--- src/core_axi_defs.svh ---
`ifndef CORE_AXI_DEFS_SVH
`define CORE_AXI_DEFS_SVH

// bus widths
`define CA_ADDR_W 32
`define CA_DATA_W 32
`define CA_STRB_W 4
`define CA_ID_W 4

// axi channel field widths
`define CA_LEN_W 8
`define CA_SIZE_W 3
`define CA_BURST_W 2
`define CA_RESP_W 2

// axi encodings
`define CA_SIZE_WORD 3'b010
`define CA_BURST_INCR 2'b01
`define CA_RESP_OKAY 2'b00

// one id per client port
`define CA_ID_INST 4'h0
`define CA_ID_DATA 4'h1

`endif

--- src/core_axi_pkg.sv ---
`include "core_axi_defs.svh"

package core_axi_pkg;

    typedef logic [`CA_ADDR_W-1:0] addr_t;
    typedef logic [`CA_DATA_W-1:0] data_t;
    typedef logic [`CA_STRB_W-1:0] strb_t;
    typedef logic [`CA_ID_W-1:0] axi_id_t;
    typedef logic [`CA_RESP_W-1:0] axi_resp_t;

    // client side
    typedef struct packed {
        addr_t addr;
        data_t wdata;
        strb_t wstrb;
        logic  we;
    } mem_req_t;

    typedef struct packed {
        data_t rdata;
        logic  err;
    } mem_rsp_t;

    // arbiter to engine, tagged with the port id
    typedef struct packed {
        axi_id_t  id;
        mem_req_t req;
    } bus_req_t;

    typedef struct packed {
        axi_id_t  id;
        mem_rsp_t rsp;
    } bus_rsp_t;

    // shared by ar and aw
    typedef struct packed {
        axi_id_t               id;
        addr_t                 addr;
        logic [`CA_LEN_W-1:0]   len;
        logic [`CA_SIZE_W-1:0]  size;
        logic [`CA_BURST_W-1:0] burst;
    } axi_addr_t;

    typedef struct packed {
        data_t data;
        strb_t strb;
        logic  last;
    } axi_w_t;

    typedef struct packed {
        axi_id_t   id;
        data_t     data;
        axi_resp_t resp;
        logic      last;
    } axi_r_t;

    typedef struct packed {
        axi_id_t   id;
        axi_resp_t resp;
    } axi_b_t;

    typedef enum logic [2:0] {IDLE, AR, R, AW_W, B} axi_state_e;

endpackage

--- src/mem_port_bridge.sv ---
module mem_port_bridge #(
    parameter bit WRITABLE = 1'b1
) (
    input  logic                   aclk,
    input  logic                   i_rst_n,
    input  logic                   i_req,
    input  core_axi_pkg::mem_req_t i_req_info,
    input  logic                   i_pend_ready,
    input  logic                   i_rsp_valid,
    input  core_axi_pkg::mem_rsp_t i_rsp,
    output logic                   o_ack,
    output core_axi_pkg::mem_rsp_t o_rsp,
    output logic                   o_pend_valid,
    output core_axi_pkg::mem_req_t o_pend
);

    typedef enum logic [1:0] {BR_IDLE, BR_PEND, BR_WAIT, BR_ACK} br_state_e;

    br_state_e              state_q;
    core_axi_pkg::mem_req_t req_masked;
    logic                   capture_req;
    logic                   capture_rsp;

    // fetch port never writes
    always_comb begin
        req_masked    = i_req_info;
        req_masked.we = WRITABLE && i_req_info.we;
    end

    assign capture_req = (state_q == BR_IDLE) && i_req;
    assign capture_rsp = (state_q == BR_WAIT) && i_rsp_valid;

    always_ff @(posedge aclk or negedge i_rst_n) begin
        if (!i_rst_n) begin
            state_q <= BR_IDLE;
        end else begin
            case (state_q)
                BR_IDLE: begin
                    if (i_req) begin
                        state_q <= BR_PEND;
                    end
                end
                BR_PEND: begin
                    if (i_pend_ready) begin
                        state_q <= BR_WAIT;
                    end
                end
                BR_WAIT: begin
                    if (i_rsp_valid) begin
                        state_q <= BR_ACK;
                    end
                end
                // hold ack until the client lets go
                BR_ACK: begin
                    if (!i_req) begin
                        state_q <= BR_IDLE;
                    end
                end
                default: begin
                    state_q <= BR_IDLE;
                end
            endcase
        end
    end

    always_ff @(posedge aclk) begin
        if (capture_req) begin
            o_pend <= req_masked;
        end
        if (capture_rsp) begin
            o_rsp <= i_rsp;
        end
    end

    assign o_pend_valid = (state_q == BR_PEND);
    assign o_ack        = (state_q == BR_ACK);

endmodule

--- src/bus_arbiter.sv ---
`include "core_axi_defs.svh"

module bus_arbiter (
    input  logic                         aclk,
    input  logic                         i_rst_n,
    input  logic [1:0]                   i_pend_valid,
    input  core_axi_pkg::mem_req_t [1:0] i_pend,
    input  logic                         i_bus_ready,
    input  logic                         i_rsp_valid,
    input  core_axi_pkg::bus_rsp_t       i_rsp,
    output logic [1:0]                   o_pend_ready,
    output logic                         o_bus_valid,
    output core_axi_pkg::bus_req_t       o_bus,
    output logic [1:0]                   o_rsp_valid,
    output core_axi_pkg::mem_rsp_t       o_rsp
);

    logic busy_q;
    logic last_grant_q;
    logic grant_en;
    logic grant_idx;

    // one transaction in flight at a time
    assign grant_en = !busy_q && (|i_pend_valid);

    // on a tie, serve the port that lost last time
    assign grant_idx = (&i_pend_valid) ? !last_grant_q : i_pend_valid[1];

    always_ff @(posedge aclk or negedge i_rst_n) begin
        if (!i_rst_n) begin
            busy_q       <= 1'b0;
            last_grant_q <= 1'b1;
            o_pend_ready <= 2'b00;
            o_bus_valid  <= 1'b0;
        end else begin
            o_pend_ready <= 2'b00;
            if (o_bus_valid && i_bus_ready) begin
                o_bus_valid <= 1'b0;
            end
            if (i_rsp_valid) begin
                busy_q <= 1'b0;
            end
            if (grant_en) begin
                busy_q                  <= 1'b1;
                last_grant_q            <= grant_idx;
                o_pend_ready[grant_idx] <= 1'b1;
                o_bus_valid             <= 1'b1;
            end
        end
    end

    always_ff @(posedge aclk) begin
        if (grant_en) begin
            o_bus.id  <= grant_idx ? `CA_ID_DATA : `CA_ID_INST;
            o_bus.req <= i_pend[grant_idx];
        end
    end

    // response goes back by id
    assign o_rsp_valid[0] = i_rsp_valid && (i_rsp.id == `CA_ID_INST);
    assign o_rsp_valid[1] = i_rsp_valid && (i_rsp.id == `CA_ID_DATA);
    assign o_rsp          = i_rsp.rsp;

endmodule

--- src/axi_master_fsm.sv ---
`include "core_axi_defs.svh"

module axi_master_fsm (
    input  logic                    aclk,
    input  logic                    i_rst_n,
    input  logic                    i_bus_valid,
    input  core_axi_pkg::bus_req_t  i_bus,
    input  logic                    i_ar_ready,
    input  logic                    i_aw_ready,
    input  logic                    i_w_ready,
    input  logic                    i_r_valid,
    input  core_axi_pkg::axi_r_t    i_r,
    input  logic                    i_b_valid,
    input  core_axi_pkg::axi_b_t    i_b,
    output logic                    o_bus_ready,
    output logic                    o_rsp_valid,
    output core_axi_pkg::bus_rsp_t  o_rsp,
    output logic                    o_ar_valid,
    output core_axi_pkg::axi_addr_t o_ar,
    output logic                    o_aw_valid,
    output core_axi_pkg::axi_addr_t o_aw,
    output logic                    o_w_valid,
    output core_axi_pkg::axi_w_t    o_w,
    output logic                    o_r_ready,
    output logic                    o_b_ready
);

    core_axi_pkg::axi_state_e state_q;
    core_axi_pkg::bus_req_t   req_q;
    core_axi_pkg::axi_addr_t  addr_beat;
    logic                     aw_done_q;
    logic                     w_done_q;
    logic                     aw_ok;
    logic                     w_ok;

    // aw and w may finish in either order
    assign aw_ok = aw_done_q || (o_aw_valid && i_aw_ready);
    assign w_ok  = w_done_q || (o_w_valid && i_w_ready);

    always_ff @(posedge aclk or negedge i_rst_n) begin
        if (!i_rst_n) begin
            state_q     <= core_axi_pkg::IDLE;
            aw_done_q   <= 1'b0;
            w_done_q    <= 1'b0;
            o_rsp_valid <= 1'b0;
        end else begin
            o_rsp_valid <= 1'b0;
            case (state_q)
                core_axi_pkg::IDLE: begin
                    if (i_bus_valid) begin
                        state_q <= i_bus.req.we ? core_axi_pkg::AW_W : core_axi_pkg::AR;
                    end
                end
                core_axi_pkg::AR: begin
                    if (i_ar_ready) begin
                        state_q <= core_axi_pkg::R;
                    end
                end
                core_axi_pkg::R: begin
                    if (i_r_valid) begin
                        state_q     <= core_axi_pkg::IDLE;
                        o_rsp_valid <= 1'b1;
                    end
                end
                core_axi_pkg::AW_W: begin
                    aw_done_q <= aw_ok;
                    w_done_q  <= w_ok;
                    if (aw_ok && w_ok) begin
                        state_q   <= core_axi_pkg::B;
                        aw_done_q <= 1'b0;
                        w_done_q  <= 1'b0;
                    end
                end
                core_axi_pkg::B: begin
                    if (i_b_valid) begin
                        state_q     <= core_axi_pkg::IDLE;
                        o_rsp_valid <= 1'b1;
                    end
                end
                default: begin
                    state_q <= core_axi_pkg::IDLE;
                end
            endcase
        end
    end

    always_ff @(posedge aclk) begin
        if (o_bus_ready) begin
            req_q <= i_bus;
        end
        if ((state_q == core_axi_pkg::R) && i_r_valid) begin
            o_rsp.id        <= i_r.id;
            o_rsp.rsp.rdata <= i_r.data;
            o_rsp.rsp.err   <= (i_r.resp != `CA_RESP_OKAY);
        end
        if ((state_q == core_axi_pkg::B) && i_b_valid) begin
            o_rsp.id        <= i_b.id;
            o_rsp.rsp.rdata <= '0;
            o_rsp.rsp.err   <= (i_b.resp != `CA_RESP_OKAY);
        end
    end

    // single beat, word sized
    always_comb begin
        addr_beat.id    = req_q.id;
        addr_beat.addr  = req_q.req.addr;
        addr_beat.len   = '0;
        addr_beat.size  = `CA_SIZE_WORD;
        addr_beat.burst = `CA_BURST_INCR;
    end

    assign o_ar       = addr_beat;
    assign o_aw       = addr_beat;
    assign o_w.data   = req_q.req.wdata;
    assign o_w.strb   = req_q.req.wstrb;
    assign o_w.last   = 1'b1;

    assign o_bus_ready = (state_q == core_axi_pkg::IDLE) && i_bus_valid;
    assign o_ar_valid  = (state_q == core_axi_pkg::AR);
    assign o_aw_valid  = (state_q == core_axi_pkg::AW_W) && !aw_done_q;
    assign o_w_valid   = (state_q == core_axi_pkg::AW_W) && !w_done_q;
    assign o_r_ready   = (state_q == core_axi_pkg::R);
    assign o_b_ready   = (state_q == core_axi_pkg::B);

endmodule

--- src/core_axi_top.sv ---
module core_axi_top (
    input  logic                    aclk,
    input  logic                    i_rst_n,
    input  logic                    i_i_req,
    input  core_axi_pkg::mem_req_t  i_i_req_info,
    output logic                    o_i_ack,
    output core_axi_pkg::mem_rsp_t  o_i_rsp,
    input  logic                    i_d_req,
    input  core_axi_pkg::mem_req_t  i_d_req_info,
    output logic                    o_d_ack,
    output core_axi_pkg::mem_rsp_t  o_d_rsp,
    output logic                    o_ar_valid,
    output core_axi_pkg::axi_addr_t o_ar,
    input  logic                    i_ar_ready,
    input  logic                    i_r_valid,
    input  core_axi_pkg::axi_r_t    i_r,
    output logic                    o_r_ready,
    output logic                    o_aw_valid,
    output core_axi_pkg::axi_addr_t o_aw,
    input  logic                    i_aw_ready,
    output logic                    o_w_valid,
    output core_axi_pkg::axi_w_t    o_w,
    input  logic                    i_w_ready,
    input  logic                    i_b_valid,
    input  core_axi_pkg::axi_b_t    i_b,
    output logic                    o_b_ready
);

    // index 0 is fetch, index 1 is data
    logic [1:0]                   pend_valid;
    core_axi_pkg::mem_req_t [1:0] pend;
    logic [1:0]                   pend_ready;
    logic [1:0]                   port_rsp_valid;
    core_axi_pkg::mem_rsp_t       port_rsp;
    logic                         bus_valid;
    core_axi_pkg::bus_req_t       bus;
    logic                         bus_ready;
    logic                         eng_rsp_valid;
    core_axi_pkg::bus_rsp_t       eng_rsp;

    mem_port_bridge #(.WRITABLE(1'b0)) u_inst_bridge (
        .aclk(aclk), .i_rst_n(i_rst_n), .i_req(i_i_req), .i_req_info(i_i_req_info),
        .i_pend_ready(pend_ready[0]), .i_rsp_valid(port_rsp_valid[0]), .i_rsp(port_rsp),
        .o_ack(o_i_ack), .o_rsp(o_i_rsp), .o_pend_valid(pend_valid[0]), .o_pend(pend[0])
    );

    mem_port_bridge #(.WRITABLE(1'b1)) u_data_bridge (
        .aclk(aclk), .i_rst_n(i_rst_n), .i_req(i_d_req), .i_req_info(i_d_req_info),
        .i_pend_ready(pend_ready[1]), .i_rsp_valid(port_rsp_valid[1]), .i_rsp(port_rsp),
        .o_ack(o_d_ack), .o_rsp(o_d_rsp), .o_pend_valid(pend_valid[1]), .o_pend(pend[1])
    );

    bus_arbiter u_arbiter (
        .aclk(aclk), .i_rst_n(i_rst_n), .i_pend_valid(pend_valid), .i_pend(pend),
        .i_bus_ready(bus_ready), .i_rsp_valid(eng_rsp_valid), .i_rsp(eng_rsp),
        .o_pend_ready(pend_ready), .o_bus_valid(bus_valid), .o_bus(bus),
        .o_rsp_valid(port_rsp_valid), .o_rsp(port_rsp)
    );

    axi_master_fsm u_axi_master (
        .aclk(aclk), .i_rst_n(i_rst_n), .i_bus_valid(bus_valid), .i_bus(bus),
        .i_ar_ready(i_ar_ready), .i_aw_ready(i_aw_ready), .i_w_ready(i_w_ready),
        .i_r_valid(i_r_valid), .i_r(i_r), .i_b_valid(i_b_valid), .i_b(i_b),
        .o_bus_ready(bus_ready), .o_rsp_valid(eng_rsp_valid), .o_rsp(eng_rsp),
        .o_ar_valid(o_ar_valid), .o_ar(o_ar), .o_aw_valid(o_aw_valid), .o_aw(o_aw),
        .o_w_valid(o_w_valid), .o_w(o_w), .o_r_ready(o_r_ready), .o_b_ready(o_b_ready)
    );

endmodule

--- config.mk ---
export PLATFORM = sky130hd
export DESIGN_NAME = core_axi_top
export DESIGN_NICKNAME = d
export VERILOG_FILES = /design/src/core_axi_pkg.sv /design/src/mem_port_bridge.sv /design/src/bus_arbiter.sv /design/src/axi_master_fsm.sv /design/src/core_axi_top.sv
export VERILOG_INCLUDE_DIRS = /design/src
export SDC_FILE = /design/constraint.sdc
export NUM_CORES = 1
export LEC_CHECK = 0
export ABC_CLOCK_PERIOD_IN_PS = 3740
export BUFFER_PORTS_ARGS = -buffer_cell sky130_fd_sc_hd__buf_4
export CORE_ASPECT_RATIO = 0.6
export CORE_MARGIN = 2
export CORE_UTILIZATION = 51
export CTS_CLUSTER_DIAMETER = 100
export CTS_CLUSTER_SIZE = 24
export DETAILED_ROUTE_END_ITERATION = 16
export MAX_ROUTING_LAYER = met4
export PLACE_DENSITY = 0.79
export SLEW_MARGIN = 10
export SYNTH_ARGS = -nofsm -noshare
export SYNTH_HDL_FRONTEND = slang
export SYNTH_SLANG_ARGS = --single-unit
--- constraint.sdc ---
create_clock -name aclk -period 3.74 [get_ports aclk]
set_input_delay 0.748 -clock aclk [delete_from_list [all_inputs] [get_ports aclk]]
set_output_delay 0.748 -clock aclk [all_outputs]
set_load 0.05 [all_outputs]
==> results.py <==
metrics = {
    "grt": {
        "top_usage_layer": "met2",
        "grt_pass1_vias": 6823,
        "grtUsageMet3": 0.0551,
        "met2_usage": 0.310,
        "grt_antenna_before_repair": 1,
        "grtUsageMet1": 0.252,
        "grt_usage": 0.196,
        "overflow": 0,
        "grt_pass1_wl_um": 40800,
        "grt_max_degree": 71,
    },
    "critical_path": {
        "cp.arrival_ns": 1.89,
        "worstSetupEndpointType": "output pin",
        "required_ns": 2.99,
        "critPathKind": "reg -> out",
        "start_kind": "flop",
        "crit_fanout": 12,
    },
    "routing": {
        "vias": 6800,
        "wl_um": 27600,
        "drc": 0,
        "detail-route-antenna-nets": 0,
        "dr.pass1.iters": 4,
        "via_per_inst": 4.92,
        "drt_iter0_drc": 436,
        "wl_per_cell_um": 19.9,
    },
    "placed_design": {
        "hpwl_um": 18900,
        "port_buffers": 364,
        "place_congestion": 0.799,
    },
    "timing": {
        "min_period_over_period": 0.706,
        "rsz0062_at_grt": "false",
        "setup-violations-final": 0,
        "tns_ns": 0,
        "worst_pin_slew_ns": 1.14,
        "maxClockFrequency_mhz": 379,
        "final_hold_viol_count": 0,
        "maxSlewHeadroom": 0.239,
        "drv_slew": 0,
        "period_needed_ns": 2.64,
        "fin_skew_ns": 0.0271,
        "holdWs_ns": 0.0623,
    },
    "clocking": {
        "clkSlewWorstSetupHoldPaths_ns": 0.10,
        "cts_tree": "done",
        "postCtsSetupBuffers": 0,
        "clkSinkCount": 394,
        "cts_buffers": 20,
        "cts_hold_repair.buffers": 0,
        "cts_resized": 0,
        "clk_path_buf_depth": 3,
        "insertion_delay_ns": 0.53,
        "htree_levels": 1,
        "cts_root_buffer": "clkbuf_16",
    },
    "logic_synthesis": {
        "synth_edf_count": 347,
        "yosysSeqAreaShare": 0.833,
        "syn_area_um2": 13700,
        "ys_warn_count": 0,
        "synth.avg_cell_area_um2": 20.6,
        "ys.flop_type": "edfxtp_1",
        "synth_cell_types": 36,
        "ys_seq_elements": 394,
        "netlist_instances": 668,
        "synthArstFlopShare": 0.0381,
    },
    "floorplanning": {
        "die_w_um": 216,
        "pin_count": 400,
        "fp.dieArea_um2": 28300,
        "die_h_um": 131,
        "rows": 46,
        "coreArea_um2": 26400,
        "initial_core_util": 0.520,
    },
    "final_layout": {
        "layout_common_cells": "buf_4 (369), edfxtp_1 (347), mux2_2 (70)",
        "final_common_cell": "buf_4",
        "syn_to_final_growth_pct": 24.5,
        "drive_above_1_share": 0.468,
        "layout.nets": 1208,
        "seq_area_um2": 11400,
        "fillers": 1769,
        "multi_input_area_um2": 1780,
    },
    "flow_run": {
        "max_cap_viol_count": 0,
    },
    "run_status": {
        "outcome": "completed",
    },
    "pwr": {
        "worst_ir_drop_vdd_mv": 0.515,
        "power.density_nw_per_um2": 759,
        "p_leak_nw": 6.53,
    },
    "min_path": {
        "hold_class": "in -> async",
    },
}
==> cells by family after synthesis <==
family                     share of synthesized area
DFF                                            0.833
buffers and inverters                         0.0480
muxes                                         0.0597
AOI/OAI and AO/OA                             0.0324
and+or+nand+nor                               0.0195
adders and majority gates                    0.00729
other                                       0.000547
==> cell usage after synthesis (all sizes together), types with 3 or more instances <==
library cell,instances,share of area
nand2,3,0.00082
and2,7,0.0032
nor2,12,0.0033
dfrtp,14,0.026
a22o,36,0.023
mux2,71,0.058
buf,83,0.045
dfxtp,32,0.047
o21ai,8,0.0029
ha,8,0.0073
nor4b,3,0.0046
a21oi,6,0.0025
nor3,4,0.0023
edfxtp,347,0.76
inv,12,0.0033
==> power by group <==
group / switching, W / leakage (nW) / total, W / internal [W]
Sequential: 0.000463 / 3.65 / 0.00677 / 0.00631
Combinational: 0.00255 / 2.60 / 0.00383 / 0.00128
Clock: 0.00130 / 0.283 / 0.00237 / 0.00107
==> worst max-delay path: stages (launching register included) <==
cell      delay, ns
dfrtp_1        0.65
nand3b_1       0.28
nor2_1         0.20
buf_4          0.23
==> layout make-up <==
class,count,share of cell area
clock inverters,1,0.000951
flip-flops and latches,394,0.669
inverters,12,0.00271
clock buffers,35,0.0338
diodes,1,0.000146
well taps,360,0.0263
multi-input cells,210,0.104
repair buffers,370,0.163
==> registers in the layout, indices dropped and copies added, names as in the netlist, 3 cells and up <==
name                  cells
u_arbiter.o_bus          70
u_axi_master.o_ar        33
u_axi_master.o_rsp       37
u_axi_master.o_w         36
u_axi_master.state_q      3
u_data_bridge.o_pend     69
u_data_bridge.o_rsp      33
u_inst_bridge.o_pend     68
u_inst_bridge.o_rsp      33
==> worst paths after layout <==
check,startpoint,endpoint,slack [ns],depth (start not counted)
max,u_axi_master.state_q[0],o_aw_valid,1.10,3
min,i_rst_n,u_arbiter.busy_q,0.06,1
max reg2reg,u_inst_bridge.state_q[1],u_arbiter.o_bus[45],1.38,6
min reg2reg,u_arbiter.o_bus[5],u_axi_master.o_w[5],0.41,0
max in group asynchronous,i_rst_n,u_arbiter.last_grant_q,3.43,1
min in group aclk,i_d_req_info[40],u_data_bridge.o_pend[40],0.39,1
==> metal layers <==
metal	vias to the layer above	wire length (µm)
li1	3126	-
met1	3377	11200
met2	253	13400
met3	44	2160
met4	0	784
met5	-	0
==> stage by stage <==
step | setup slack (ns) | util | power (W) | instances | instance area, µm²
6_report | 1.10 | 0.647 | 0.0130 | 1383 | 17100
3_3_place_gp | 1.43 | 0.625 | 0.0106 | 1346 | 16500
5_1_grt | 0.940 | 0.647 | 0.0135 | 1383 | 17100
2_1_floorplan | 0.894 | - | 0.00964 | 699 | 13900
3_5_place_dp | 1.44 | 0.625 | 0.0108 | 1346 | 16500
4_1_cts | 1.10 | 0.647 | 0.0131 | 1382 | 17100
No activity file was read; power rests on OpenSTA's default activity.
